<file path="config.mk">
export PLATFORM = sky130hd
export DESIGN_NAME = mem_latency_timer
export DESIGN_NICKNAME = d
export VERILOG_FILES = /design/src/axi_mem_pkg.sv /design/src/mem_latency_timer.sv
export SDC_FILE = /design/constraint.sdc
export NUM_CORES = 1
export LEC_CHECK = 0
export BUFFER_PORTS_ARGS = -buffer_cell sky130_fd_sc_hd__buf_2
export CAP_MARGIN = 40
export CORE_AREA = 2 2 39 41
export CTS_CLUSTER_SIZE = 20
export DETAILED_ROUTE_END_ITERATION = 10
export DIE_AREA = 0 0 41 43
export SYNTH_ARGS = -nofsm -noshare
export SYNTH_HDL_FRONTEND = slang
export SYNTH_SLANG_ARGS = --single-unit
</file>
<file path="constraint.sdc">
create_clock -name clk -period 1.6 [get_ports clk]
set_clock_uncertainty 0.2 [all_clocks]
set_input_delay 0.32 -clock clk [delete_from_list [all_inputs] [get_ports clk]]
set_output_delay 0.32 -clock clk [all_outputs]
set_load 0.02 [all_outputs]
</file>
<file path="src/axi_mem_pkg.sv">
// AXI memory path constants
// Channel word widths, memory geometry, access latency, register stage
// count, response codes and the slave FSM state codes
package axi_mem_pkg;

    // Word address, data, byte strobe and transaction id widths
    localparam int ADDR_W = 10;
    localparam int DATA_W = 32;
    localparam int STRB_W = DATA_W / 8;
    localparam int ID_W = 4;

    // Implemented words. Anything at or above MEM_DEPTH answers with SLVERR
    localparam int MEM_DEPTH = 256;
    localparam int MEM_IDX_W = $clog2(MEM_DEPTH);

    // Modelled access time in cycles, and the counter width it needs
    localparam int MEM_LATENCY = 3;
    localparam int LAT_CNT_W = $clog2(MEM_LATENCY + 1);

    // Register stages between the master ports and the slave, zero is legal
    localparam int N_REG_STAGES = 2;

    // Channel words, id always in the top bits
    localparam int AW_W = ID_W + ADDR_W;
    localparam int W_W = DATA_W + STRB_W;
    localparam int B_W = ID_W + 2;
    localparam int AR_W = ID_W + ADDR_W;
    localparam int R_W = ID_W + 2 + DATA_W;

    localparam logic [1:0] RESP_OKAY = 2'd0;
    localparam logic [1:0] RESP_SLVERR = 2'd2;

    // Slave FSM states
    localparam logic [2:0] ST_IDLE = 3'd0;
    localparam logic [2:0] ST_WR_WAIT = 3'd1;
    localparam logic [2:0] ST_WR_RESP = 3'd2;
    localparam logic [2:0] ST_RD_WAIT = 3'd3;
    localparam logic [2:0] ST_RD_RESP = 3'd4;

endpackage

</file>
<file path="src/mem_latency_timer.sv">
// Memory access latency timer
// Raises timer_done for one cycle MEM_LATENCY cycles after timer_start
module mem_latency_timer
    import axi_mem_pkg::*;
(
    input  logic clk,
    input  logic rst,
    input  logic timer_start,
    output logic timer_done
);

    logic busy;
    logic [LAT_CNT_W-1:0] count;

    // Done is the cycle where a running count has reached zero
    assign timer_done = busy && (count == '0);

    always_ff @(posedge clk)
    begin
        if (rst)
        begin
            busy <= 1'b0;
            count <= '0;
        end
        else if (timer_start)
        begin
            // The start cycle itself counts as the first latency cycle
            busy <= 1'b1;
            count <= LAT_CNT_W'(MEM_LATENCY - 1);
        end
        else if (timer_done)
        begin
            busy <= 1'b0;
        end
        else if (busy)
        begin
            count <= count - 1'b1;
        end
    end

    // The FSM only starts an access from idle, after the last one finished
    assert property (@(posedge clk) disable iff (rst) timer_start |-> !busy)
        else $error("mem_latency_timer: start while the count is running");

endmodule

</file>
==> metrics.txt <==
# TYPE chip_impl_metric gauge
chip_impl_metric{name="timing_worst_slew_pin_value",unit="ns"} 0.167
chip_impl_metric{name="seqPwrFrac",unit=""} 0.324
chip_impl_metric{name="placeableCoreArea",unit="um^2"} 1380
chip_impl_metric{name="ctsHtreeMaxLevel",unit=""} 1
chip_impl_metric{name="floorplan.die_area",unit="um^2"} 1760
chip_impl_metric{name="design.final.nets",unit=""} 30
chip_impl_metric{name="post_synthesis_instance_total",unit=""} 15
chip_impl_info{name="rr_startpoint",value="count[1]"} 1
chip_impl_metric{name="route.final.wire_length",unit="um"} 244
chip_impl_metric{name="worstPathRequired",unit="ns"} 1.08
chip_impl_metric{name="routabilityCongestion",unit=""} 0.557
chip_impl_metric{name="clockPowerShare",unit=""} 0.509
chip_impl_info{name="cts_root_buf",value="sky130_fd_sc_hd__clkbuf_4"} 1
chip_impl_info{name="criticalPathCategory",value="reg2out"} 1
chip_impl_metric{name="place.detailed.instances",unit=""} 34
chip_impl_metric{name="placed_area",unit="um^2"} 191
chip_impl_metric{name="worstSkewPairLatency",unit="ns"} 0.23
chip_impl_metric{name="routed-via-count",unit=""} 126
chip_impl_metric{name="route.layer.met1.wl",unit="um"} 99
chip_impl_info{name="clock_tree_from_tritoncts",value="yes"} 1
chip_impl_metric{name="core.rowCount",unit=""} 14
chip_impl_metric{name="diodes",unit=""} 0
chip_impl_metric{name="final_cells",unit=""} 41
chip_impl_metric{name="cp_data_arrival_time",unit="ns"} 1.02
chip_impl_metric{name="antenna_found_initial",unit=""} 0
chip_impl_metric{name="yosysWarnings",unit=""} 0
chip_impl_metric{name="final_setup_violation_count",unit=""} 0
chip_impl_metric{name="sequential_cell_area",unit="um^2"} 62.6
chip_impl_info{name="crit_path_from",value="count[1]"} 1
chip_impl_metric{name="critical_path_peak_fanout",unit=""} 2
chip_impl_info{name="top_layer",value="met3"} 1
chip_impl_metric{name="slew_headroom",unit=""} 0.888
chip_impl_metric{name="multi_input_comb_area",unit="um^2"} 88.8
chip_impl_metric{name="layout.cell_area.non_filler",unit="um^2"} 253
chip_impl_metric{name="synth.lib_cells_used.distinct",unit=""} 9
chip_impl_metric{name="post-route-period-util",unit=""} 0.964
chip_impl_metric{name="wl_met2",unit="um"} 142
chip_impl_metric{name="layout.core_utilization",unit=""} 0.183
chip_impl_metric{name="floorplan.initialDensity",unit=""} 0.113
chip_impl_metric{name="swShare",unit=""} 0.223
chip_impl_metric{name="synthToLayoutAreaGrowth",unit="%"} 61.6
chip_impl_info{name="yosys.area.top_type",value="sky130_fd_sc_hd__dfxtp_1"} 1
chip_impl_metric{name="powerDensity",unit="nW/um^2"} 1010
chip_impl_metric{name="fillers",unit=""} 154
chip_impl_metric{name="synth_top_cell_area_share",unit=""} 0.384
chip_impl_metric{name="ys_ff_latch",unit=""} 3
chip_impl_metric{name="wl_per_cell",unit="um"} 5.95
chip_impl_metric{name="maximum_number_of_pins_on_one_net_before_global_route_repair",unit=""} 5
chip_impl_metric{name="finalMaxSlewViolations",unit=""} 0
chip_impl_metric{name="global_route_wire_length_before_repair",unit="um"} 441
chip_impl_metric{name="synth_fp_nets",unit=""} 19
chip_impl_metric{name="detailedRoute.firstPassIterationCount",unit=""} 1
chip_impl_metric{name="floorplan.die.height",unit="um"} 43
chip_impl_metric{name="max-clock-path-buffers",unit=""} 2
chip_impl_metric{name="synth.cell_area",unit="um^2"} 156
chip_impl_metric{name="worst_path_largest_cell_delay",unit="ns"} 0.31
chip_impl_metric{name="grt_usage",unit=""} 0.0411
chip_impl_info{name="outcome",value="completed"} 1
chip_impl_metric{name="setup.reg_to_reg.worst_slack",unit="ns"} 0.21
chip_impl_metric{name="setup_tns",unit="ns"} 0
chip_impl_metric{name="grt_overflow",unit=""} 0
chip_impl_info{name="hold_class",value="in2reg"} 1
chip_impl_info{name="post_synth_main_area_contributors",value="sky130_fd_sc_hd__dfxtp_1 (38%), sky130_fd_sc_hd__nor3_2 (13%), sky130_fd_sc_hd__a311oi_2 (9.6%), sky130_fd_sc_hd__nor2b_4 (8.8%), sky130_fd_sc_hd__ha_1 (8.0%)"} 1
chip_impl_metric{name="via_per_inst",unit=""} 3.07
chip_impl_metric{name="power_frac_comb",unit=""} 0.167
chip_impl_metric{name="peakVddDrop",unit="mV"} 0.160
chip_impl_metric{name="max_freq",unit="GHz"} 0.648
chip_impl_metric{name="holdBufCountCts",unit=""} 0
chip_impl_metric{name="power.internal",unit="W"} 0.000198
chip_impl_metric{name="worst_setup_hold_path_clk_slew",unit="ns"} 0.04
chip_impl_metric{name="timing.final.hold_violations",unit=""} 0
chip_impl_metric{name="floorplan.die.width",unit="um"} 41
chip_impl_info{name="slowest_stage",value="sky130_fd_sc_hd__dfxtp_2"} 1
chip_impl_info{name="setup.worst_path.end",value="timer_done"} 1
chip_impl_info{name="critical_path.startpoint_type",value="register"} 1
chip_impl_info{name="critical_path.endpoint_type",value="output pin"} 1
chip_impl_metric{name="leakagePower",unit="nW"} 0.105
chip_impl_metric{name="detailroute.wirelength.met3",unit="um"} 2
chip_impl_metric{name="clock_sink_count",unit=""} 3
chip_impl_metric{name="remaining_drc_errors",unit=""} 0
chip_impl_metric{name="rr_worst_depth",unit=""} 6
chip_impl_metric{name="grt_pass1_vias",unit=""} 136
chip_impl_metric{name="max_cap_viols",unit=""} 0
chip_impl_metric{name="ioPinCount",unit=""} 4
chip_impl_metric{name="switchingPower",unit="W"} 0.0000568
chip_impl_metric{name="time_the_final_worst_path_needs_with_i_o_delays_and_setup",unit="ns"} 1.54
chip_impl_metric{name="detail-route-antenna-nets",unit=""} 0
chip_impl_metric{name="total_clock_buffers_created_by_cts",unit=""} 3
chip_impl_metric{name="syn-mean-instance-area",unit="um^2"} 10.4
chip_impl_info{name="setup_repair_after_global_routing_missed_its_margin",value="false"} 1
chip_impl_metric{name="final_layout_size_suffix_gt1_frac",unit=""} 0.680
chip_impl_metric{name="detail_route.iter0.violations",unit=""} 0
chip_impl_metric{name="port_buffers",unit=""} 3
chip_impl_info{name="timing.rr.end",value="count[1]"} 1
chip_impl_metric{name="sequential_area_share_after_synthesis",unit=""} 0.384
chip_impl_info{name="critical_path.cell_chain",value="inv_1, ha_2, and2_4, buf_6"} 1
==> cell usage in the layout (no fill, tap or decap), drive strengths merged <==
| cell type | instances |
|---|---|
| buf | 6 |
| clkbuf | 4 |
| inv | 3 |
| dfxtp | 3 |
| nor2 | 2 |
| nor3 | 2 |
| and2 | 1 |
| nor2b | 1 |
| xnor2 | 1 |
| a311oi | 1 |
| ha | 1 |
==> logic make-up (layout without fill, tap and decap cells) <==
group / Yosys count / in the layout / synth area share
buffers and inverters: 3 / 13 / 0.0720
DFF: 3 / 3 / 0.384
adders and majority gates: 1 / 1 / 0.0800
xor gates and xnor gates: 1 / 1 / 0.0560
and+or+nand+nor: 6 / 6 / 0.312
AOI/OAI and AO/OA: 1 / 1 / 0.0960
==> worst min-delay path by stage <==
stage	depth (start not counted)	endpoint	from
after floorplan	1	count[1]	rst
after global placement	2	count[1]	rst
after detailed placement	2	count[1]	rst
after CTS	2	count[1]	rst
after global routing	2	count[0]	rst
final	2	count[1]	rst
==> metrics by stage <==
stage	hold WS (ns)	total power, W	setup slack, ns
after floorplan	0.188	0.000106	0.261
after global placement	0.328	0.000114	0.143
after detailed placement	0.331	0.000114	0.138
after CTS	0.0781	0.000257	0.00880
after global routing	0.0931	0.000272	0.0106
final	0.0868	0.000254	0.0577
==> what timing repair did <==
item,CTS,global route
resized for setup,5,1
setup endpoints to repair,1,1
setup buffers,2,1
pin swaps,1,0
==> metal layers <==
| layer | global-route usage | vias to the layer above |
|---|---|---|
| li1 | - | 69 |
| met1 | 0.0449 | 56 |
| met2 | 0.0469 | 1 |
| met3 | 0 | 0 |
| met4 | 0.0800 | 0 |
| met5 | 0 | - |
==> state kept, by name, summed over array words and instances (netlist names) <==
signal,cells
busy,1
count,2
==> power groups by stage <==
stage                     registers, W  clock network [W]  logic (W)
after floorplan              0.0000829                  0  0.0000226
after global placement       0.0000833                  0  0.0000304
after detailed placement     0.0000834                  0  0.0000308
after CTS                    0.0000824           0.000134  0.0000404
after global routing         0.0000829           0.000142  0.0000475
final                        0.0000824           0.000129  0.0000425
==> synthesized netlist by cell type <==
cell	n
sky130_fd_sc_hd__nor2b_4	1
sky130_fd_sc_hd__nor2_1	2
sky130_fd_sc_hd__inv_1	3
sky130_fd_sc_hd__and2_2	1
sky130_fd_sc_hd__a311oi_2	1
sky130_fd_sc_hd__dfxtp_1	3
sky130_fd_sc_hd__nor3_2	2
sky130_fd_sc_hd__xnor2_1	1
sky130_fd_sc_hd__ha_1	1
==> critical path: cells and delay by family, from the launching register on <==
kind / cells / cell delay, ns
DFF: 1 / 0.31
adders and majority gates: 1 / 0.17
buffers and inverters: 2 / 0.16
and+or+nand+nor: 1 / 0.15
==> layout make-up <==
class                   count  share of cell area
multi-input cells           9               0.351
flip-flops and latches      3               0.248
inverters                   3              0.0446
clock buffers               4               0.104
well taps                  16              0.0792
repair buffers              6               0.173
Note: power is estimated with default switching activity, not from simulation.
