<file path="src/axi_mem_pkg.sv">
// AXI memory path constants
// Channel word widths, memory geometry, access latency, register stage
// count, response codes and the slave FSM state codes
package axi_mem_pkg;

    // Word address, data, byte strobe and transaction id widths
    localparam int ADDR_W = 10;
    localparam int DATA_W = 32;
    localparam int STRB_W = DATA_W / 8;
    localparam int ID_W = 4;

    // Implemented words. Anything at or above MEM_DEPTH answers with SLVERR
    localparam int MEM_DEPTH = 256;
    localparam int MEM_IDX_W = $clog2(MEM_DEPTH);

    // Modelled access time in cycles, and the counter width it needs
    localparam int MEM_LATENCY = 3;
    localparam int LAT_CNT_W = $clog2(MEM_LATENCY + 1);

    // Register stages between the master ports and the slave, zero is legal
    localparam int N_REG_STAGES = 2;

    // Channel words, id always in the top bits
    localparam int AW_W = ID_W + ADDR_W;
    localparam int W_W = DATA_W + STRB_W;
    localparam int B_W = ID_W + 2;
    localparam int AR_W = ID_W + ADDR_W;
    localparam int R_W = ID_W + 2 + DATA_W;

    localparam logic [1:0] RESP_OKAY = 2'd0;
    localparam logic [1:0] RESP_SLVERR = 2'd2;

    // Slave FSM states
    localparam logic [2:0] ST_IDLE = 3'd0;
    localparam logic [2:0] ST_WR_WAIT = 3'd1;
    localparam logic [2:0] ST_WR_RESP = 3'd2;
    localparam logic [2:0] ST_RD_WAIT = 3'd3;
    localparam logic [2:0] ST_RD_RESP = 3'd4;

endpackage

</file>
<file path="src/mem_ctrl_fsm.sv">
// Memory slave controller
// Accepts one write (aw with w) or one read (ar) at a time, alternating
// when both wait, runs the latency timer and returns the b or r response
module mem_ctrl_fsm
    import axi_mem_pkg::*;
(
    input  logic clk,
    input  logic rst,

    input  logic s_awvalid,
    input  logic [AW_W-1:0] s_aw,
    output logic s_awready,
    input  logic s_wvalid,
    input  logic [W_W-1:0] s_w,
    output logic s_wready,
    output logic s_bvalid,
    output logic [B_W-1:0] s_b,
    input  logic s_bready,
    input  logic s_arvalid,
    input  logic [AR_W-1:0] s_ar,
    output logic s_arready,
    output logic s_rvalid,
    output logic [R_W-1:0] s_r,
    input  logic s_rready,

    output logic timer_start,
    input  logic timer_done,

    output logic mem_wr_en,
    output logic mem_rd_en,
    output logic [ADDR_W-1:0] mem_addr,
    output logic [DATA_W-1:0] mem_wdata,
    output logic [STRB_W-1:0] mem_wstrb,
    input  logic [DATA_W-1:0] mem_rdata,
    input  logic mem_in_range
);

    logic [2:0] state;
    logic last_wr;
    logic wr_req;
    logic rd_req;
    logic pick_wr;
    logic pick_rd;
    logic [ID_W-1:0] req_id;
    logic [1:0] resp;

    // A write needs its address and data together
    assign wr_req = s_awvalid && s_wvalid;
    assign rd_req = s_arvalid;

    // On a tie, serve the kind that was not served last
    assign pick_wr = (state == ST_IDLE) && wr_req && (!rd_req || !last_wr);
    assign pick_rd = (state == ST_IDLE) && rd_req && !pick_wr;

    assign s_awready = pick_wr;
    assign s_wready = pick_wr;
    assign s_arready = pick_rd;

    // The timer runs from the accept cycle, memory is touched when it ends
    assign timer_start = pick_wr || pick_rd;
    assign mem_wr_en = (state == ST_WR_WAIT) && timer_done;
    assign mem_rd_en = (state == ST_RD_WAIT) && timer_done;

    // mem_addr is held through the response, so the range check is stable
    assign resp = mem_in_range ? RESP_OKAY : RESP_SLVERR;
    assign s_bvalid = (state == ST_WR_RESP);
    assign s_b = {req_id, resp};
    assign s_rvalid = (state == ST_RD_RESP);
    assign s_r = {req_id, resp, mem_rdata};

    always_ff @(posedge clk)
    begin
        if (rst)
        begin
            state <= ST_IDLE;
            last_wr <= 1'b0;
        end
        else
        begin
            case (state)
                ST_IDLE:
                begin
                    if (timer_start)
                    begin
                        state <= pick_wr ? ST_WR_WAIT : ST_RD_WAIT;
                        last_wr <= pick_wr;
                    end
                end
                ST_WR_WAIT:
                    if (timer_done)
                        state <= ST_WR_RESP;
                ST_WR_RESP:
                    if (s_bready)
                        state <= ST_IDLE;
                ST_RD_WAIT:
                    if (timer_done)
                        state <= ST_RD_RESP;
                ST_RD_RESP:
                    if (s_rready)
                        state <= ST_IDLE;
                default:
                    state <= ST_IDLE;
            endcase
        end
    end

    // Request fields captured at accept time
    always_ff @(posedge clk)
    begin
        if (pick_wr)
        begin
            req_id <= s_aw[AW_W-1 -: ID_W];
            mem_addr <= s_aw[ADDR_W-1:0];
            mem_wdata <= s_w[W_W-1 -: DATA_W];
            mem_wstrb <= s_w[STRB_W-1:0];
        end
        else if (pick_rd)
        begin
            req_id <= s_ar[AR_W-1 -: ID_W];
            mem_addr <= s_ar[ADDR_W-1:0];
        end
    end

    // A response, read data included, is held unchanged until taken
    assert property (@(posedge clk) disable iff (rst)
        s_bvalid && !s_bready |=> s_bvalid && $stable(s_b))
        else $error("mem_ctrl_fsm: b response dropped or changed before bready");

    assert property (@(posedge clk) disable iff (rst)
        s_rvalid && !s_rready |=> s_rvalid && $stable(s_r))
        else $error("mem_ctrl_fsm: r response dropped or changed before rready");

endmodule

</file>
<file path="config.mk">
export PLATFORM = sky130hd
export DESIGN_NAME = mem_ctrl_fsm
export DESIGN_NICKNAME = d
export VERILOG_FILES = /design/src/axi_mem_pkg.sv /design/src/mem_ctrl_fsm.sv
export SDC_FILE = /design/constraint.sdc
export NUM_CORES = 1
export LEC_CHECK = 0
export CORE_AREA = 2 2 78 80
export CTS_BUF_LIST = sky130_fd_sc_hd__clkbuf_2
export CTS_CLUSTER_SIZE = 16
export DETAILED_ROUTE_END_ITERATION = 12
export DIE_AREA = 0 0 80 82
export DONT_BUFFER_PORTS = 1
export SKIP_CTS_REPAIR_TIMING = 1
export SYNTH_ARGS = -nofsm -noshare
export SYNTH_HDL_FRONTEND = slang
export SYNTH_SLANG_ARGS = --single-unit
</file>
<file path="constraint.sdc">
create_clock -name clk -period 3.8 [get_ports clk]
set_input_delay 0.57 -clock clk [delete_from_list [all_inputs] [get_ports clk]]
set_output_delay 0.57 -clock clk [all_outputs]
set_load 0.01 [all_outputs]
</file>
==> results of run 1 <==
==> synth_stat cells <==
| cell | number | area [um^2] |
|---|---|---|
| edfxtp_1 | 50 | 1500 |
| buf_4 | 40 | 300 |
| mux2_4 | 8 | 120 |
| mux2_2 | 6 | 67.6 |
| dfxtp_1 | 4 | 80.1 |
| inv_1 | 4 | 15.0 |
| nand2_1 | 3 | 11.3 |
| nor2_1 | 3 | 11.3 |
| nor3b_1 | 3 | 22.5 |
| a21oi_1 | 2 | 10.0 |
| buf_6 | 2 | 22.5 |
| nor2b_1 | 2 | 12.5 |
| a21bo_2 | 1 | 10.0 |
| a21o_1 | 1 | 7.51 |
| a31oi_1 | 1 | 6.26 |
| conb_1 | 1 | 3.75 |
| nand4_4 | 1 | 21.3 |
| nor3_1 | 1 | 5.00 |
| nor3_4 | 1 | 16.3 |
| nor4b_1 | 1 | 8.76 |
| o211a_1 | 1 | 10.0 |
| o21a_1 | 1 | 7.51 |
| o21ai_0 | 1 | 5.00 |
| o311a_1 | 1 | 10.0 |
| o41ai_1 | 1 | 8.76 |
| or3b_2 | 1 | 8.76 |
==> layout make-up <==
cell class,instances,area [um^2]
clock buffer,5,25.0
multi-input combinational,42,388
sequential,54,1580
tap,75,93.8
fill,544,3600
inverter,4,15.0
clock inverter,2,15.0
timing repair buffer,3,22.5
==> worst max-delay path: stages, from the launching register on <==
cell     delay (ns)
dfxtp_1        0.46
nor3_4         0.29
nand4_4        0.36
inv_1          0.76
==> state kept, by name (all words and copies together) (netlist names) <==
register	flops
mem_wdata	32
req_id	4
state	3
mem_addr	10
mem_wstrb	4
last_wr	1
==> kinds of logic after synthesis <==
group,synth area share
AO/OA/AOI/OAI,0.0326
AND/OR/NAND/NOR,0.0511
multiplexers,0.0815
flip-flops,0.687
other,0.00163
buffers and inverters,0.147
==> power by group <==
group          switching [W]  total [W]  leakage, nW  internal (W)
sequential         0.0000541   0.000771        0.499      0.000717
clock               0.000163   0.000205       0.0211     0.0000413
combinational      0.0000596   0.000102        0.215     0.0000427
total               0.000277    0.00108        0.735      0.000801
==> stage by stage <==
step / instance area (um^2) / setup WS [ns] / cells / util / power (W)
6_report: 2140 / 0.951 / 185 / 0.373 / 0.00108
5_1_grt: 2140 / 0.728 / 185 / 0.373 / 0.00113
4_1_cts: 2140 / 0.858 / 185 / 0.373 / 0.00110
3_5_place_dp: 2100 / 1.28 / 178 / 0.366 / 0.000891
3_3_place_gp: 2100 / 1.40 / 178 / 0.366 / 0.000882
2_1_floorplan: 2310 / 1.17 / 142 / - / 0.000907
==> worst max-delay path by stage <==
stage                                   end  slack, ns  cells past startpoint             startpoint
floorplan                          s_wready       1.17                      5              s_arvalid
global placement    mem_wdata[23]$_DFFE_PN_       1.40                      4              s_arvalid
detailed placement  mem_wdata[23]$_DFFE_PN_       1.28                      4  state[0]$_SDFFE_PP0P_
CTS                                s_wready       0.86                      3  state[0]$_SDFFE_PP0P_
global route                       s_wready       0.73                      3  state[0]$_SDFFE_PP0P_
finish                             s_wready       0.95                      3  state[0]$_SDFFE_PP0P_
==> layer usage <==
| layer | share of wire | routed length [um] |
|---|---|---|
| met3 | 0.17 | 759 |
| met1 | 0.31 | 1410 |
| met4 | 0.016 | 72 |
| met5 | 0 | 0 |
| met2 | 0.50 | 2250 |
==> cell usage in the layout (no fill, tap or decap) <==
master	instances
nor3_4	1
conb_1	2
a21o_1	1
mux2_4	8
o21ai_0	1
nor2_1	3
nor2b_1	2
clkbuf_2	5
inv_1	4
o211a_1	1
nand2_1	3
o41ai_1	1
a21bo_2	1
a21oi_1	2
mux2_2	6
a31oi_1	1
o21a_1	1
nor3_1	1
nor3b_1	3
o311a_1	1
nor4b_1	1
dfxtp_1	4
nand4_4	1
edfxtp_1	50
clkinvlp_4	2
or3b_2	1
buf_4	3
==> impl_metrics.env, run 1 <==
export IMPL_setup_viol=0
export IMPL_finClkSkew_ns=0.0114
export IMPL_cap_violations=0
export IMPL_die_w_um=80
export IMPL_fmax_mhz=351
export IMPL_core_mm2=0.00575
export IMPL_clockBufferDepth=2
export IMPL_clkTransAtPathRegs_ns=0.24
export IMPL_dieArea_mm2=0.00656
export IMPL_syn_avg_cell_area_um2=16.3
export IMPL_io_buffers=0
export IMPL_maxSlewViolCount=0
export IMPL_period_minus_slack_ns=2.85
export IMPL_required_ns=3.23
export IMPL_worst_r2r_endpoint="mem_wdata[4]$_DFFE_PN_"
export IMPL_dr_total_vias=974
export IMPL_timing_hold_ws_ns=0.199
export IMPL_num_rows=28
export IMPL_ios=203
export IMPL_rsz0062_at_grt="no"
export IMPL_endpoint_kind="output pin"
export IMPL_cts_sinks=54
export IMPL_antenna_found_initial=0
export IMPL_tightest_slew_ns=0.851
export IMPL_ir_worst_vdd_mv=0.142
export IMPL_relSlewSlack=0.432
export IMPL_hold_path_depth=1
export IMPL_status="finished clean"
export IMPL_routed_wl_um=4500
export IMPL_p_leak_nw=0.735
export IMPL_fin_crit_sh=0.750
export IMPL_use_met1=0.103
export IMPL_cts_tree="done"
export IMPL_regToRegStartpoint="state[0]$_SDFFE_PP0P_"
export IMPL_grt_pass1_wl_um=5640
export IMPL_yosysWarnings=0
export IMPL_cellPowerDensity_mw_per_mm2=504
export IMPL_root_buffer="clkbuf_2"
export IMPL_worstSetupStartpointType="flop"
export IMPL_synth_distinct_cells=26
export IMPL_setup_worst_path_class="flop to output pin"
export IMPL_antenna_left=0
export IMPL_grtUsageMet2=0.205
export IMPL_dpl_hpwl_um=3750
export IMPL_finalHoldViolations=0
export IMPL_hold_path_class="input port to flop"
export IMPL_wire_per_inst_um=24.3
export IMPL_grt_pass1_vias=911
export IMPL_drive_gt1_frac=0.255
export IMPL_start_util=0.401
export IMPL_nets=215
export IMPL_arrival_ns=2.28
export IMPL_crit_fanout=20
export IMPL_drc_errors=0
export IMPL_grt_total_usage=0.119
export IMPL_initialDrtViolationCount=34
export IMPL_busiest_layer="met2"
export IMPL_yosysSeqAreaShare=0.687
export IMPL_ys_ff_latch=54
export IMPL_antenna_cells=0
export IMPL_postSynthCellCount=141
export IMPL_clk_latency_ns=0.39
export IMPL_die_y_um=82
export IMPL_viasPerCell=5.26
export IMPL_tns_ns=0
export IMPL_place_congestion=0.802
export IMPL_cts_buffers=5
export IMPL_first_pass_iters=4
export IMPL_holdPathEnd="last_wr$_SDFFE_PP0P_"
export IMPL_worstHoldStart="rst"
export IMPL_grtUsageMet3=0.0901
export IMPL_htreeDepth=2
export IMPL_rrSetupSlack_ns=1.29
export IMPL_reg2regPathDepth=4
export IMPL_syn_to_final_growth_pct=-7.06
export IMPL_grt_max_degree=21
export IMPL_synth_cell_area_mm2=0.00230
export IMPL_grt_overflow=0
Power figures use the tool's default switching activity.
==> run 2, diff against run 1 <==
==> constraint.sdc (replaced) <==
create_clock -name clk -period 2.75 [get_ports clk]
set_input_delay 0.4125 -clock clk [delete_from_list [all_inputs] [get_ports clk]]
set_output_delay 0.4125 -clock clk [all_outputs]
set_load 0.01 [all_outputs]
==> impl_metrics.env, run 2 (same netlist as run 1, synthesis figures left out) <==
export IMPL_final_common_cell="edfxtp_1"
export IMPL_wire_per_inst_um=22.6
export IMPL_core_mm2=0.00575
export IMPL_syn_to_final_growth_pct=0.489
export IMPL_die_w_um=80
export IMPL_cts_tree="done"
export IMPL_io_buffers=0
export IMPL_cts_buffers=5
export IMPL_antenna_cells=0
export IMPL_die_y_um=82
export IMPL_fin_area_mm2=0.00231
export IMPL_dieArea_mm2=0.00656
export IMPL_setup_viol=0
export IMPL_clkTransAtPathRegs_ns=0.25
export IMPL_grtUsageMet3=0.0857
export IMPL_setup_worst_path_class="flop to output pin"
export IMPL_endpoint_kind="output pin"
export IMPL_grt_pass1_wl_um=5720
export IMPL_reg_largest_list="mem_wdata x32, mem_addr x10"
export IMPL_start_util=0.401
export IMPL_period_minus_slack_ns=2.45
export IMPL_clockBufferDepth=2
export IMPL_required_ns=2.34
export IMPL_regArea_mm2=0.00158
export IMPL_status="finished clean"
export IMPL_place_congestion=0.719
export IMPL_ios=203
export IMPL_p_leak_nw=0.807
export IMPL_grt_max_degree=39
export IMPL_worstSetupStartpointType="flop"
export IMPL_crit_path_cell_trace="nor3_4, nand4_4, inv_1, buf_6"
export IMPL_ir_worst_vdd_mv=0.226
export IMPL_routed_wl_um=4560
export IMPL_rsz0062_at_grt="no"
export IMPL_finalHoldViolations=0
export IMPL_viasPerCell=5.19
export IMPL_arrival_ns=2.04
export IMPL_cp_slowest_cell="dfxtp_1"
export IMPL_layout_common_cells="edfxtp_1 (50), dlygate4sd3_1 (17), mux2_4 (8)"
export IMPL_cts_sinks=54
export IMPL_maxSlewViolCount=0
export IMPL_antenna_found_initial=0
export IMPL_htreeDepth=2
export IMPL_crit_fanout=38
export IMPL_num_rows=28
export IMPL_tns_ns=0
export IMPL_drc_errors=0
export IMPL_dr_total_vias=1048
export IMPL_fill_cells=538
export IMPL_grt_total_usage=0.119
export IMPL_cellPowerDensity_mw_per_mm2=655
export IMPL_use_met1=0.111
export IMPL_first_pass_iters=4
export IMPL_reg2regPathDepth=4
export IMPL_antenna_left=0
export IMPL_dpl_hpwl_um=3670
export IMPL_cap_violations=0
export IMPL_finClkSkew_ns=0.00541
export IMPL_nets=232
export IMPL_grt_overflow=0
export IMPL_hold_path_depth=0
export IMPL_grt_pass1_vias=946
export IMPL_multi_input_area_um2=388
export IMPL_largest_register_ffs=32
export IMPL_busiest_layer="met2"
export IMPL_clk_latency_ns=0.40
export IMPL_fin_crit_sh=0.891
export IMPL_cpPeakStageDelay_ns=0.46
export IMPL_grtUsageMet2=0.204
export IMPL_initialDrtViolationCount=41
export IMPL_hold_path_class="input port to flop"
export IMPL_largest_register="mem_wdata"
export IMPL_placed_cell_area_mm2=0.00210
export IMPL_fmax_mhz=408
export IMPL_root_buffer="clkbuf_2"
export IMPL_drive_gt1_frac=0.220
run 2: layout make-up:
type                    instances  share of cell area
clock buffers                   5              0.0108
inverters                       4             0.00649
multi-input cells              42               0.168
flip-flops and latches         54               0.683
well taps                      75              0.0405
clock inverters                 2             0.00649
repair buffers                 20              0.0849
run 2: report_power, final:
part	total [W]	switching (W)	internal [W]
clock	0.000289	0.000232	0.0000569
combinational	0.000164	0.0000863	0.0000779
sequential	0.00106	0.0000736	0.000990
run 2: worst max-delay path, delay by kind of cell (launching register included):
family | cells | cell delay (ns)
DFF | 1 | 0.46
buffers and inverters | 2 | 0.50
and+or+nand+nor | 2 | 0.66
run 2: path summary, 6_finish.rpt:
check | startpoint | to | slack, ns
min | s_w[1] | mem_wstrb[1]$_DFFE_PN_ | 0.08
max | state[0]$_SDFFE_PP0P_ | s_awready | 0.30
max reg2reg | state[0]$_SDFFE_PP0P_ | mem_wdata[20]$_DFFE_PN_ | 0.82
min reg2reg | last_wr$_SDFFE_PP0P_ | last_wr$_SDFFE_PP0P_ | 0.62
run 2: layer usage:
layer,share of wire,routed length [um],vias up
met5,0,0,-
li1,-,-,435
met4,0.011,49,0
met2,0.50,2260,128
met1,0.33,1500,477
met3,0.16,747,8
run 2: stage by stage:
stage               hold slack [ns]  worst slack (ns)  power [W]  std cells   util
finish                       0.0804             0.300    0.00152        202  0.403
global route                0.00588            0.0591    0.00158        202  0.403
CTS                        -0.00575             0.167    0.00152        185  0.373
detailed placement            0.484             0.689    0.00123        178  0.366
global placement              0.485             0.788    0.00122        178  0.366
floorplan                     0.482             0.283    0.00125        142      -
==> run 3, diff against run 2 <==
--- a/config.mk
+++ b/config.mk
@@ -5,12 +5,13 @@
 export SDC_FILE = /design/constraint.sdc
 export NUM_CORES = 1
 export LEC_CHECK = 0
-export CORE_AREA = 2 2 78 80
+export CORE_MARGIN = 1.5
+export CORE_UTILIZATION = 30
 export CTS_BUF_LIST = sky130_fd_sc_hd__clkbuf_2
 export CTS_CLUSTER_SIZE = 16
 export DETAILED_ROUTE_END_ITERATION = 12
-export DIE_AREA = 0 0 80 82
 export DONT_BUFFER_PORTS = 1
+export GPL_TIMING_DRIVEN = 0
 export SKIP_CTS_REPAIR_TIMING = 1
 export SYNTH_ARGS = -nofsm -noshare
 export SYNTH_HDL_FRONTEND = slang
==> constraint.sdc (replaced) <==
create_clock -name clk -period 2.4 [get_ports clk]
set_input_delay 0.36 -clock clk [delete_from_list [all_inputs] [get_ports clk]]
set_output_delay 0.36 -clock clk [all_outputs]
set_load 0.01 [all_outputs]
==> impl_metrics.env, run 3 (same netlist as run 1, synthesis figures left out) <==
export IMPL_reg2regPathDepth=5
export IMPL_htreeDepth=2
export IMPL_arrival_ns=1.84
export IMPL_fill_cells=678
export IMPL_rrSetupSlack_ns=0.35
export IMPL_finClkSkew_ns=0.0300
export IMPL_cpPeakStageDelay_ns=0.37
export IMPL_largest_register="mem_wdata"
export IMPL_endpoint_kind="output pin"
export IMPL_largest_register_ffs=32
export IMPL_root_buffer="clkbuf_2"
export IMPL_tns_ns=0
export IMPL_start_util=0.314
export IMPL_grt_total_usage=0.102
export IMPL_cts_tree="done"
export IMPL_crit_fanout=13
export IMPL_wl_met2_um=2570
export IMPL_die_w_um=90.6
export IMPL_relSlewSlack=0.476
export IMPL_dr_total_vias=1265
export IMPL_syn_to_final_growth_pct=25.8
export IMPL_status="finished clean"
export IMPL_grt_pass1_vias=964
export IMPL_drive_gt1_frac=0.401
export IMPL_rsz0062_at_grt="no"
export IMPL_nets=297
export IMPL_clkTransAtPathRegs_ns=0.27
export IMPL_fmax_mhz=454
export IMPL_clk_latency_ns=0.42
export IMPL_cpMostUsedCell="buf_6"
export IMPL_routed_wl_um=5020
export IMPL_initialDrtViolationCount=23
export IMPL_period_minus_slack_ns=2.20
export IMPL_wire_per_inst_um=17.2
export IMPL_viasPerCell=4.33
export IMPL_setup_worst_path_class="flop to output pin"
export IMPL_dpl_hpwl_um=3720
export IMPL_grt_pass1_wl_um=6130
export IMPL_cp_slowest_cell="dfxtp_1"
export IMPL_hold_path_depth=2
export IMPL_maxSlewViolCount=0
export IMPL_fin_area_mm2=0.00290
export IMPL_final_common_cell="edfxtp_1"
export IMPL_grt_max_degree=39
export IMPL_reg_largest_list="mem_wdata x32, mem_addr x10"
export IMPL_cts_sinks=54
export IMPL_drc_errors=0
export IMPL_io_buffers=0
export IMPL_cts_buffers=5
export IMPL_tightest_slew_ns=0.782
export IMPL_ir_worst_vdd_mv=0.232
export IMPL_cap_violations=0
export IMPL_top_layer="met4"
export IMPL_p_total_w=0.00187
export IMPL_finalHoldViolations=0
export IMPL_core_mm2=0.00733
export IMPL_num_rows=31
export IMPL_clockBufferDepth=2
export IMPL_first_pass_iters=4
export IMPL_ios=203
export IMPL_antenna_left=0
export IMPL_dieArea_mm2=0.00821
export IMPL_hold_path_class="input port to flop"
export IMPL_wl_met3_um=649
export IMPL_placed_cell_area_mm2=0.00245
export IMPL_setup_viol=0
export IMPL_met1_length_um=1760
export IMPL_place_congestion=0.692
export IMPL_die_y_um=90.6
export IMPL_cellPowerDensity_mw_per_mm2=645
export IMPL_worstSetupStartpointType="flop"
export IMPL_fin_crit_sh=0.917
export IMPL_antenna_found_initial=1
export IMPL_timing_hold_ws_ns=0.0535
export IMPL_p_leak_nw=1.09
export IMPL_crit_path_cell_trace="buf_6, nor3_4, nand4_4, buf_6, clkinvlp_4, buf_4"
export IMPL_grt_overflow=0
export IMPL_layout_common_cells="edfxtp_1 (50), buf_4 (42), dlygate4sd3_1 (37)"
export IMPL_required_ns=2.04
## run 3: cell types whose count changed in the layout (fill, tap and decap cells not counted), moves of 2 or more
| cell | before | now |
|---|---|---|
| buf_4 | 2 | 42 |
| dlygate4sd3_1 | 17 | 37 |
| clkinvlp_2 | 0 | 3 |
| dfxtp_1 | 4 | 2 |
| dfxtp_2 | 0 | 2 |
## run 3: layout make-up
class	instances	area (um^2)	share of cell area
Multi-Input combinational cell	42	390	0.135
Timing Repair inverter	3	15.0	0.00518
Sequential cell	54	1580	0.547
Inverter	4	18.8	0.00648
Tap cell	99	124	0.0427
Antenna cell	1	2.50	0.000864
Clock inverter	2	15.0	0.00518
Timing Repair Buffer	40	400	0.138
Clock buffer	5	25.0	0.00864
Buffer	42	323	0.111
## run 3: worst paths after layout
path | startpoint | to
setup / recovery | state[0]$_SDFFE_PP0P_ | s_wready
hold / removal | rst | state[1]$_SDFFE_PP0P_
setup reg to reg | state[0]$_SDFFE_PP0P_ | mem_wdata[9]$_DFFE_PN_
hold reg to reg | state[1]$_SDFFE_PP0P_ | state[2]$_SDFFE_PP0P_
## run 3: per-layer routing
| metal | track usage | vias up |
|---|---|---|
| met4 | 0.0278 | 0 |
| met2 | 0.184 | 137 |
| met5 | 0 | - |
| met1 | 0.105 | 558 |
| met3 | 0.0480 | 5 |
| li1 | - | 565 |
## run 3: through the flow
| step | worst slack [ns] | instances | utilization |
|---|---|---|---|
| final | 0.199 | 292 | 0.395 |
| after detailed placement | 0.00315 | 242 | 0.335 |
| after CTS | -0.552 | 249 | 0.340 |
| after global routing | 0.0604 | 291 | 0.395 |
| after floorplan | 0.351 | 142 | - |
| after global placement | -0.0996 | 241 | 0.332 |
## run 3: worst max-delay path: cells and delay by family, from the launching register on
family / cells / cell delay [ns]
buffers and inverters: 4 / 0.66
and+or+nand+nor: 2 / 0.38
DFF: 1 / 0.37
## run 3: where the power goes
group	switching (W)	total [W]	internal (W)
logic	0.000152	0.000323	0.000170
registers	0.0000748	0.00121	0.00114
clock network	0.000272	0.000337	0.0000652
total	0.000499	0.00187	0.00137
