`src/axi_mem_pkg.sv`:
```
// AXI memory path constants
// Channel word widths, memory geometry, access latency, register stage
// count, response codes and the slave FSM state codes
package axi_mem_pkg;

    // Word address, data, byte strobe and transaction id widths
    localparam int ADDR_W = 10;
    localparam int DATA_W = 32;
    localparam int STRB_W = DATA_W / 8;
    localparam int ID_W = 4;

    // Implemented words. Anything at or above MEM_DEPTH answers with SLVERR
    localparam int MEM_DEPTH = 256;
    localparam int MEM_IDX_W = $clog2(MEM_DEPTH);

    // Modelled access time in cycles, and the counter width it needs
    localparam int MEM_LATENCY = 3;
    localparam int LAT_CNT_W = $clog2(MEM_LATENCY + 1);

    // Register stages between the master ports and the slave, zero is legal
    localparam int N_REG_STAGES = 2;

    // Channel words, id always in the top bits
    localparam int AW_W = ID_W + ADDR_W;
    localparam int W_W = DATA_W + STRB_W;
    localparam int B_W = ID_W + 2;
    localparam int AR_W = ID_W + ADDR_W;
    localparam int R_W = ID_W + 2 + DATA_W;

    localparam logic [1:0] RESP_OKAY = 2'd0;
    localparam logic [1:0] RESP_SLVERR = 2'd2;

    // Slave FSM states
    localparam logic [2:0] ST_IDLE = 3'd0;
    localparam logic [2:0] ST_WR_WAIT = 3'd1;
    localparam logic [2:0] ST_WR_RESP = 3'd2;
    localparam logic [2:0] ST_RD_WAIT = 3'd3;
    localparam logic [2:0] ST_RD_RESP = 3'd4;

endpackage

```
`src/ready_enable_fifo.sv`:
```
// Two-entry ready/enable register stage
// Both the valid/data path and the ready path are registered, so a chain
// of these stages closes timing in both directions at full throughput
module ready_enable_fifo
#(
    parameter int N_DATA_BITS = 32
)
(
    input  logic clk,
    input  logic rst,

    input  logic enable_from_src,
    input  logic [N_DATA_BITS-1:0] data_from_src,
    output logic ready_to_src,

    output logic enable_to_dst,
    output logic [N_DATA_BITS-1:0] data_to_dst,
    input  logic ready_from_dst
);

    // Second entry. It only fills while the output entry is stalled
    logic skid_valid;
    logic [N_DATA_BITS-1:0] skid_data;

    logic in_xfer;
    logic out_free;
    logic full;

    // Ready depends only on a flop and never on ready_from_dst
    assign ready_to_src = !skid_valid;
    assign in_xfer = enable_from_src && ready_to_src;

    // The output entry can take new data when empty or when it drains now
    assign out_free = !enable_to_dst || ready_from_dst;
    assign full = enable_to_dst && skid_valid;

    always_ff @(posedge clk)
    begin
        if (rst)
        begin
            enable_to_dst <= 1'b0;
            skid_valid <= 1'b0;
        end
        else if (out_free)
        begin
            // The skid entry drains first. No input arrives while it is full
            enable_to_dst <= skid_valid || in_xfer;
            skid_valid <= 1'b0;
        end
        else if (in_xfer)
        begin
            skid_valid <= 1'b1;
        end
    end

    // Payload registers follow the valid bits above
    always_ff @(posedge clk)
    begin
        if (out_free)
        begin
            data_to_dst <= skid_valid ? skid_data : data_from_src;
        end

        if (!out_free && in_xfer)
        begin
            skid_data <= data_from_src;
        end
    end

    // A free entry must always show as ready. This breaks if the skid entry
    // ever holds data behind an empty output entry
    assert property (@(posedge clk) disable iff (rst) !full |-> ready_to_src)
        else $error("ready_enable_fifo: ready low while an entry is free");

endmodule

```
`src/axi_mem_if_reg.sv`:
```
// AXI register path
// Inserts N_REG_STAGES ready/enable stages on each of the five channels
// between the master ports and the s_ slave ports. Zero stages is a wire path
module axi_mem_if_reg
    import axi_mem_pkg::*;
(
    input  logic clk,
    input  logic rst,

    // Master side
    input  logic awvalid,
    input  logic [AW_W-1:0] aw,
    output logic awready,
    input  logic wvalid,
    input  logic [W_W-1:0] w,
    output logic wready,
    output logic bvalid,
    output logic [B_W-1:0] b,
    input  logic bready,
    input  logic arvalid,
    input  logic [AR_W-1:0] ar,
    output logic arready,
    output logic rvalid,
    output logic [R_W-1:0] r,
    input  logic rready,

    // Slave side
    output logic s_awvalid,
    output logic [AW_W-1:0] s_aw,
    input  logic s_awready,
    output logic s_wvalid,
    output logic [W_W-1:0] s_w,
    input  logic s_wready,
    input  logic s_bvalid,
    input  logic [B_W-1:0] s_b,
    output logic s_bready,
    output logic s_arvalid,
    output logic [AR_W-1:0] s_ar,
    input  logic s_arready,
    input  logic s_rvalid,
    input  logic [R_W-1:0] s_r,
    output logic s_rready
);

    // Index 0 is the slave end and index N_REG_STAGES the master end.
    // With no stages both ends are the same element and the path is wires
    logic [N_REG_STAGES:0] awvalid_p, awready_p, wvalid_p, wready_p;
    logic [N_REG_STAGES:0] bvalid_p, bready_p;
    logic [N_REG_STAGES:0] arvalid_p, arready_p, rvalid_p, rready_p;
    logic [N_REG_STAGES:0][AW_W-1:0] aw_p;
    logic [N_REG_STAGES:0][W_W-1:0] w_p;
    logic [N_REG_STAGES:0][B_W-1:0] b_p;
    logic [N_REG_STAGES:0][AR_W-1:0] ar_p;
    logic [N_REG_STAGES:0][R_W-1:0] r_p;

    // Master end of the chain
    assign awvalid_p[N_REG_STAGES] = awvalid;
    assign aw_p[N_REG_STAGES] = aw;
    assign awready = awready_p[N_REG_STAGES];
    assign wvalid_p[N_REG_STAGES] = wvalid;
    assign w_p[N_REG_STAGES] = w;
    assign wready = wready_p[N_REG_STAGES];
    assign bvalid = bvalid_p[N_REG_STAGES];
    assign b = b_p[N_REG_STAGES];
    assign bready_p[N_REG_STAGES] = bready;
    assign arvalid_p[N_REG_STAGES] = arvalid;
    assign ar_p[N_REG_STAGES] = ar;
    assign arready = arready_p[N_REG_STAGES];
    assign rvalid = rvalid_p[N_REG_STAGES];
    assign r = r_p[N_REG_STAGES];
    assign rready_p[N_REG_STAGES] = rready;

    // Slave end of the chain
    assign s_awvalid = awvalid_p[0];
    assign s_aw = aw_p[0];
    assign awready_p[0] = s_awready;
    assign s_wvalid = wvalid_p[0];
    assign s_w = w_p[0];
    assign wready_p[0] = s_wready;
    assign bvalid_p[0] = s_bvalid;
    assign b_p[0] = s_b;
    assign s_bready = bready_p[0];
    assign s_arvalid = arvalid_p[0];
    assign s_ar = ar_p[0];
    assign arready_p[0] = s_arready;
    assign rvalid_p[0] = s_rvalid;
    assign r_p[0] = s_r;
    assign s_rready = rready_p[0];

    // Requests move from s toward s-1, responses from s-1 toward s
    for (genvar s = 1; s <= N_REG_STAGES; s++)
    begin : stage
        ready_enable_fifo #(.N_DATA_BITS(AW_W)) aw_fifo
        (
            .clk, .rst,
            .enable_from_src(awvalid_p[s]), .data_from_src(aw_p[s]), .ready_to_src(awready_p[s]),
            .enable_to_dst(awvalid_p[s-1]), .data_to_dst(aw_p[s-1]),
            .ready_from_dst(awready_p[s-1])
        );

        ready_enable_fifo #(.N_DATA_BITS(W_W)) w_fifo
        (
            .clk, .rst,
            .enable_from_src(wvalid_p[s]), .data_from_src(w_p[s]), .ready_to_src(wready_p[s]),
            .enable_to_dst(wvalid_p[s-1]), .data_to_dst(w_p[s-1]), .ready_from_dst(wready_p[s-1])
        );

        ready_enable_fifo #(.N_DATA_BITS(B_W)) b_fifo
        (
            .clk, .rst,
            .enable_from_src(bvalid_p[s-1]), .data_from_src(b_p[s-1]),
            .ready_to_src(bready_p[s-1]),
            .enable_to_dst(bvalid_p[s]), .data_to_dst(b_p[s]), .ready_from_dst(bready_p[s])
        );

        ready_enable_fifo #(.N_DATA_BITS(AR_W)) ar_fifo
        (
            .clk, .rst,
            .enable_from_src(arvalid_p[s]), .data_from_src(ar_p[s]), .ready_to_src(arready_p[s]),
            .enable_to_dst(arvalid_p[s-1]), .data_to_dst(ar_p[s-1]),
            .ready_from_dst(arready_p[s-1])
        );

        ready_enable_fifo #(.N_DATA_BITS(R_W)) r_fifo
        (
            .clk, .rst,
            .enable_from_src(rvalid_p[s-1]), .data_from_src(r_p[s-1]),
            .ready_to_src(rready_p[s-1]),
            .enable_to_dst(rvalid_p[s]), .data_to_dst(r_p[s]), .ready_from_dst(rready_p[s])
        );
    end

endmodule

```
`config.mk`:
```
export PLATFORM = sky130hd
export DESIGN_NAME = axi_mem_if_reg
export DESIGN_NICKNAME = d
export VERILOG_FILES = /design/src/axi_mem_pkg.sv /design/src/ready_enable_fifo.sv /design/src/axi_mem_if_reg.sv
export SDC_FILE = /design/constraint.sdc
export NUM_CORES = 1
export LEC_CHECK = 0
export ABC_AREA = 1
export ABC_CLOCK_PERIOD_IN_PS = 10050
export BUFFER_PORTS_ARGS = -buffer_cell sky130_fd_sc_hd__buf_2
export CAP_MARGIN = 25
export CORE_MARGIN = 2
export CORE_UTILIZATION = 52
export CTS_BUF_LIST = sky130_fd_sc_hd__clkbuf_8
export CTS_CLUSTER_DIAMETER = 100
export DETAILED_ROUTE_END_ITERATION = 6
export PLACE_DENSITY = 0.73
export SETUP_SLACK_MARGIN = 0.15
export SLEW_MARGIN = 5
export SYNTH_ARGS = -nofsm -noshare
export SYNTH_HDL_FRONTEND = slang
export SYNTH_HIERARCHICAL = 1
export SYNTH_SLANG_ARGS = --single-unit
export TNS_END_PERCENT = 100
```
`constraint.sdc`:
```
create_clock -name clk -period 10.05 [get_ports clk]
set_input_delay 1.005 -clock clk [delete_from_list [all_inputs] [get_ports clk]]
set_output_delay 1.005 -clock clk [all_outputs]
set_load 0.01 [all_outputs]
```
==> impl_results.md, run 1 <==
- Setup TNS: 0 ps
- Synth warn: 6
- Area Growth Syn to Fin: 15.67%
- Die Area: 33,880 sq um
- GRT Overall Usage: 18.09%
- Total of max-cap violations: 0
- WL final: 30,210 um
- Initial Utilization: 53.15%
- Mapped Area: 16,860 sq um
- Total CTS buffers: 73
- Buffers on Ports: 237
- Drt first pass iters: 5
- Clock sinks: 452
- Worst EP arrival: 3200 ps
- Post-route clock period utilization: 29.13%
- Worst hold path class: reg -> reg
- Startpoint Class: register
- CTS tree: built
- Fillers: 2,435
- H-tree levels: 3
- Setup Skew: 20.28 ps
- P per Cell Area: 190.8 nW/um^2
- Fmax: 341.6 MHz
- Drt wl/cell: 15.17 um
- Seq/Total Area, Yosys: 79.32%
- Grt ovf: 0
- Synthesized Nets: 1,378
- Crit end category: register
- First-pass GRT wire length: 47,170 um
- First DRT Iteration DRCs: 776
- Post-CTS sizing: 0
- Post-CTS Setup Repair Bufs: 0
- Clock Tree Root: clkbuf_8
- Via Count: 9,524
- Post-DP HPWL: 20,700 um
- Worst path required time: 10,320 ps
- Crit path kind: reg -> reg
- Pins Over Slew Limit: 0
- CP Max Fanout: 41
- Number of hold buffers added after CTS: 0
- Static Leak: 8.291 nW
- Share of layout cells above drive strength 1: 23.61%
- Worst VDD drop: 0.0001363 V
- #FFs+latches synth: 452
- Nets@finish: 1,653
- Detail Route Antenna Nets: 0
- Finish-stage setup viols: 0
- Die Ht: 184.1 um
- Mapped Cells: 1,258
- Die width: 184.1 um
- Clock buffer depth: 3
- Clock transition at the registers of the reported paths: 60 ps
- Max-slew headroom: 31.22%
- WHS: 441.6 ps
- Clk Latency, worst-skew pair: 570 ps
- Outcome: finished, final reports clean
- Vias per std cell: 4.781
- Routability cong.: 0.7996
- Synth Area per Inst: 13.40 sq um
- Worst Max-Slew Pin Slew: 1029 ps
- # DRC: 0
- Final Hold Viols: 0
- Largest net degree at the start of global routing: 42
- # IOs: 238
- # rows: 65
- Clock period minus worst slack: 2928 ps
- Netlist cell types: 19
- Initial antenna violation count: 3
- Setup repair after global routing missed its margin: no
- Number of global-route vias before repair: 9,184
- Core area: 31,720 sq um
==> state kept, by name, summed over array words and instances (netlist names), 12 cells and up <==
name,flops
stage.r_fifo/skid_data,76
stage.r_fifo/data_to_dst,76
stage.w_fifo/skid_data,72
stage.aw_fifo/data_to_dst,28
stage.ar_fifo/data_to_dst,28
stage.b_fifo/data_to_dst,12
stage.ar_fifo/skid_data,28
stage.w_fifo/data_to_dst,72
stage.b_fifo/skid_data,12
stage.aw_fifo/skid_data,28
==> layout make-up <==
class	count	area [sq um]	area share [%]
Clock inverter	54	270.3	1.386
Timing Repair Buffer	248	1289	6.609
Clock buffer	76	1046	5.364
Antenna cell	2	5.005	0.02567
Inverter	30	167.7	0.8598
Multi-Input combinational cell	728	2845	14.59
Sequential cell	452	13370	68.59
Tap cell	402	503.0	2.579
==> layout by cell type, fill, tap and decap left out, types with 3 or more instances in the layout <==
| cell | synthesis | routed |
|---|---|---|
| buf_2 | 4 | 237 |
| buf_4 | 10 | 10 |
| clkbuf_8 | 4 | 76 |
| clkinv_1 | 0 | 9 |
| clkinv_2 | 0 | 7 |
| dfxtp_1 | 20 | 19 |
| edfxtp_1 | 432 | 432 |
| inv_1 | 20 | 51 |
| inv_6 | 2 | 3 |
| inv_8 | 6 | 8 |
| nand2_1 | 662 | 660 |
| nand2_2 | 16 | 18 |
| nand3_1 | 10 | 10 |
| nor2_1 | 26 | 24 |
| nor2_4 | 0 | 4 |
| o21ai_0 | 6 | 6 |
==> cells in the mapped netlist (all sizes together) <==
master | count | area [sq um]
clkbuf | 4 | 55.05
nand3 | 10 | 50.05
dfxtp | 20 | 400.4
inv | 30 | 167.7
nand2 | 678 | 2585
buf | 44 | 447.9
edfxtp | 432 | 12970
nor2 | 30 | 122.6
o21ai | 10 | 57.56
==> final timing paths <==
kind | from | endpoint | slack, ps | cells after the start
max reg2reg | stage[2].r_fifo/skid_valid | stage[1].r_fifo/skid_data[32] | 7120 | 5
min | stage[2].w_fifo/data_to_dst[35] | stage[1].w_fifo/skid_data[35] | 440 | 0
max | stage[2].r_fifo/skid_valid | stage[1].r_fifo/skid_data[32] | 7120 | 5
min reg2reg | stage[2].w_fifo/data_to_dst[35] | stage[1].w_fifo/skid_data[35] | 440 | 0
==> cell families after synthesis <==
family	after synthesis	synth area share, %
flip-flops	452	79.32
buffers and inverters	78	3.978
AND/OR/NAND/NOR	718	16.36
AO/OA/AOI/OAI	10	0.3414
==> critical path: stages (launching register included) <==
cell	delay, ps
dfxtp_2	820
inv_6	260
inv_1	160
nand2_2	510
nor2_4	620
buf_16	230
==> stage by stage <==
step           instances  cell area [sq um]  setup WS, ps  util, %  power [mW]
3_3_place_gp        1855              18120          6902    57.13       2.349
4_1_cts             1985              19440          6827    61.28       3.772
2_1_floorplan       1258              16860          6116        -       2.260
3_5_place_dp        1855              18120          6835    57.13       2.353
6_report            1992              19500          7122    61.48       3.721
5_1_grt             1990              19490          6839    61.46       3.881
==> power breakdown <==
part / total, mW / leakage [nW] / internal [mW] / switching (mW)
Clock: 1.41 / 0.788 / 0.731 / 0.675
Sequential: 2.16 / 4.38 / 2.13 / 0.0300
Combinational: 0.152 / 3.12 / 0.0595 / 0.0929
Total: 3.72 / 8.29 / 2.92 / 0.798
==> metal layers <==
layer  track usage, %  vias up  share of wire, %
met5                0        -             0.023
met4            6.464        2               1.7
met3            5.269       40               8.6
met2            26.60      348                44
met1            25.93     4356                46
li1                 -     4778                 -
No activity file was read; power rests on OpenSTA's default activity.
==> run 2, diff against run 1 <==
ABC_CLOCK_PERIOD_IN_PS = 3000   (was 10050)
clock period = 3 ns   (was 10.05 ns; I/O delays follow)
==> impl_results.md, run 2 (same netlist as run 1, synthesis figures left out) <==
- Outcome: finished, final reports clean
- Finish-stage setup viols: 0
- Die width: 184.1 um
- Clock transition at the registers of the reported paths: 60 ps
- Die Ht: 184.1 um
- Largest net degree at the start of global routing: 41
- Reg2Reg Depth: 5
- Most frequent cells in the layout: 660 x nand2_1, 432 x edfxtp_1, 237 x buf_2, 117 x dlygate4sd3_1, 80 x clkbuf_8
- Post-DP Area: 18,200 sq um
- GRT Overall Usage: 19.09%
- # rows: 65
- Clock period minus worst slack: 2162 ps
- Grt ovf: 0
- Initial Utilization: 53.15%
- WL final: 32,180 um
- # IOs: 238
- Static Leak: 8.832 nW
- Biggest regs: stage.r_fifo/data_to_dst (76), stage.r_fifo/skid_data (76)
- First DRT Iteration DRCs: 659
- Share of layout cells above drive strength 1: 22.31%
- Crit-path slowest cell: dfxtp_1
- Crit path kind: reg -> reg
- Crit end category: register
- Setup repair after global routing missed its margin: no
- Die Area: 33,880 sq um
- Fmax: 462.5 MHz
- Nets@finish: 1,777
- H-tree levels: 3
- Post-route clock period utilization: 72.07%
- Worst hold path class: in -> reg
- Most common cell after layout, fill and taps aside: nand2_1
- Worst EP arrival: 2430 ps
- Worst path required time: 3270 ps
- Detail Route Antenna Nets: 0
- Startpoint Class: register
- Initial antenna violation count: 2
- Number of global-route vias before repair: 10,210
- First-pass GRT wire length: 50,780 um
- Non-Filler Cell Area, Final: 20,770 sq um
- Buffers on Ports: 237
- Crit-path cells: inv_8 -> inv_1 -> nand2_1 -> nor2_1 -> buf_4
- Post-DP HPWL: 20,220 um
- Clock sinks: 452
- WHS Path Cells: 4
- Final Hold Viols: 0
- Vias per std cell: 4.795
- Worst Max-Slew Pin Slew: 954.5 ps
- Post-CTS Setup Repair Bufs: 0
- Drt first pass iters: 5
- Via Count: 10,150
- Total CTS buffers: 74
- Setup TNS: 0 ps
- Total of max-cap violations: 0
- P per Cell Area: 612.9 nW/um^2
- # DRC: 0
- Max-slew headroom: 36.22%
- Max stage delay on crit path: 760 ps
- Setup Skew: 30.29 ps
- Clock buffer depth: 3
- CP Max Fanout: 17
- Clock Tree Root: clkbuf_8
- Worst VDD drop: 0.0004511 V
- Pins Over Slew Limit: 0
- Clk Latency, worst-skew pair: 570 ps
- Drt wl/cell: 15.20 um
- Core area: 31,720 sq um
- Area Growth Syn to Fin: 23.21%
- Routability cong.: 0.7828
- CTS tree: built
==> run 2: cell types whose count changed in the layout (fill, tap and decap cells not counted), sizes merged <==
cell,previous run,this run
buf,248,254
clkbuf,76,80
clkinv,17,16
clkinvlp,2,0
diode,2,3
dlygate4sd3,0,117
==> run 2: path summary, 6_finish.rpt <==
check | from | end | slack, ps
setup / recovery | stage[1].ar_fifo/skid_valid | stage[2].ar_fifo/skid_data[9] | 840
hold / removal | rready | stage[2].r_fifo/skid_valid | 80
setup reg to reg | stage[1].ar_fifo/skid_valid | stage[2].ar_fifo/skid_data[9] | 840
hold reg to reg | stage[2].w_fifo/data_to_dst[25] | stage[1].w_fifo/skid_data[25] | 440
==> run 2: metrics by stage <==
step | setup slack, ps | power [mW] | hold slack (ps) | instances | utilization (%)
CTS | 911.4 | 12.88 | 42.00 | 2113 | 65.38
global placement | 997.0 | 7.853 | 432.3 | 1865 | 57.37
finish | 837.9 | 12.73 | 78.63 | 2117 | 65.49
floorplan | 198.2 | 7.571 | 397.6 | 1258 | -
detailed placement | 939.5 | 7.872 | 431.8 | 1865 | 57.37
global route | 623.4 | 13.28 | 69.55 | 2116 | 65.48
==> run 2: worst max-delay path: cells and delay by family, from the launching register on <==
family / cells / cell delay [ps]
buffers and inverters: 3 / 460
and+or+nand+nor: 2 / 620
DFF: 1 / 760
==> run 2: report_power, final <==
group / leakage (nW) / total (mW) / switching, mW / internal (mW)
logic: 3.64 / 0.638 / 0.338 / 0.300
clock network: 0.810 / 4.86 / 2.30 / 2.56
registers: 4.38 / 7.23 / 0.0917 / 7.14
total: 8.83 / 12.7 / 2.73 / 10.0
==> run 2: repair_timing <==
| action | in CTS | in global routing |
|---|---|---|
| gates resized for setup | 0 | 0 |
| hold endpoints to repair | 200 | 0 |
| hold buffers | 117 | 0 |
==> run 2: layer usage <==
layer	part of all wire [%]	GRT usage [%]	up-vias
met1	42	24.29	4691
met5	0	0	-
met4	2.8	8.128	0
met3	7.4	5.190	63
li1	-	-	5022
met2	48	31.09	375
==> run 2: cell type report <==
type,instances,area [sq um]
sequential,452,13380
fill,2275,10950
multi-input combinational,728,2845
timing repair buffer,371,2505
clock buffer,80,1101
tap,402,503.0
clock inverter,51,266.5
inverter,30,167.7
antenna,3,7.507
==> run 3, diff against run 2 <==
ABC_CLOCK_PERIOD_IN_PS = 2190   (was 3000)
clock period = 2.19 ns   (was 3 ns; I/O delays follow)
==> impl_results.md, run 3 (same netlist as run 1, synthesis figures left out) <==
- Outcome: finished, final reports clean
- Worst EP arrival: 1900 ps
- CP Max Fanout: 40
- H-tree levels: 3
- Die width: 184.1 um
- Crit path kind: reg -> reg
- Core area: 31,720 sq um
- Total CTS buffers: 72
- Biggest regs: stage.r_fifo/data_to_dst (76), stage.r_fifo/skid_data (76)
- GRT Overall Usage: 18.91%
- Nets@finish: 1,787
- First-pass GRT wire length: 50,070 um
- Finish-stage setup viols: 0
- GRT busiest layer: met2
- Clock sinks: 452
- Initial antenna violation count: 0
- Ant diodes: 0
- Setup Skew: 38.09 ps
- Clock period minus worst slack: 1685 ps
- Post-CTS sizing: 0
- Met1 global-route usage: 23.47%
- Pins Over Slew Limit: 0
- Post-DP HPWL: 20,040 um
- Clock Tree Root: clkbuf_8
- Drt wl/cell: 15.06 um
- Largest net degree at the start of global routing: 41
- WL final: 31,950 um
- CTS tree: built
- Routability cong.: 0.8139
- Detail Route Antenna Nets: 0
- Non-Filler Cell Area, Final: 20,880 sq um
- Setup repair after global routing missed its margin: no
- Area Growth Syn to Fin: 23.87%
- Max-slew headroom: 55.46%
- Vias per std cell: 4.787
- # rows: 65
- Drt first pass iters: 5
- Post-DP Area: 18,330 sq um
- Share of layout cells above drive strength 1: 23.26%
- Fmax: 593.5 MHz
- Total of max-cap violations: 0
- Worst path required time: 2400 ps
- Worst VDD drop: 0.0006566 V
- Final Hold Viols: 0
- P per Cell Area: 841.0 nW/um^2
- Die Area: 33,880 sq um
- Most frequent cells in the layout: 658 x nand2_1, 432 x edfxtp_1, 237 x buf_2, 118 x dlygate4sd3_1, 80 x clkbuf_8
- Most common cell after layout, fill and taps aside: nand2_1
- Post-route clock period utilization: 76.94%
- Worst hold path class: in -> reg
- First DRT Iteration DRCs: 716
- Post-CTS Setup Repair Bufs: 0
- # DRC: 0
- Initial Utilization: 53.15%
- Die Ht: 184.1 um
- Number of hold buffers added after CTS: 118
- Grt ovf: 0
- Clock transition at the registers of the reported paths: 60 ps
- Clk Latency, worst-skew pair: 580 ps
- Startpoint Class: register
- Worst Max-Slew Pin Slew: 667.3 ps
- Via Count: 10,160
- # IOs: 238
- Crit end category: register
- Clock buffer depth: 3
- Routing usage on met3: 4.814%
- GRT met2 Usage: 32.12%
- Fillers: 2,190
- Static Leak: 8.872 nW
- Setup TNS: 0 ps
- Number of global-route vias before repair: 10,060
- Buffers on Ports: 237
[run 3: cell type report]
cell class | instances | area [sq um] | area share, %
clock buffer | 80 | 1101 | 5.273
sequential | 452 | 13370 | 64.04
clock inverter | 47 | 270.3 | 1.294
multi-input combinational | 728 | 2865 | 13.72
timing repair buffer | 383 | 2603 | 12.46
inverter | 30 | 167.7 | 0.8029
tap | 402 | 503.0 | 2.409
[run 3: power by group]
part / switching (mW) / total, mW / internal (mW)
sequential: 0.128 / 9.91 / 9.78
clock: 3.16 / 6.77 / 3.61
combinational: 0.463 / 0.880 / 0.416
total: 3.75 / 17.6 / 13.8
[run 3: worst paths after layout]
check	start	end	slack, ps	depth (start not counted)
max reg2reg	stage[2].r_fifo/skid_valid	stage[1].r_fifo/data_to_dst[9]	500	4
min reg2reg	stage[2].w_fifo/data_to_dst[3]	stage[1].w_fifo/skid_data[3]	440	0
max	stage[2].r_fifo/skid_valid	stage[1].r_fifo/data_to_dst[9]	500	4
min	rst	stage[2].aw_fifo/enable_to_dst	150	4
[run 3: metrics by stage]
| step | power [mW] | cells | hold slack [ps] | setup WS, ps | util, % |
|---|---|---|---|---|---|
| floorplan | 10.37 | 1258 | 316.6 | 214.2 | - |
| global placement | 10.76 | 1877 | 410.1 | 578.6 | 57.79 |
| detailed placement | 10.79 | 1877 | 412.7 | 504.8 | 57.79 |
| CTS | 17.72 | 2122 | 89.16 | 458.8 | 65.84 |
| global route | 18.26 | 2122 | 142.0 | 398.6 | 65.84 |
| finish | 17.56 | 2122 | 147.1 | 505.0 | 65.84 |
[run 3: critical path, stage by stage (launching register included)]
cell	delay, ps
dfxtp_1	350
inv_6	260
inv_1	130
nand2_4	220
buf_4	380
[run 3: per-layer routing]
metal / part of all wire, % / vias to the layer above
met1: 41 / 4701
met3: 6.8 / 67
met5: 0 / -
met4: 2.7 / 0
li1: - / 5042
met2: 50 / 348
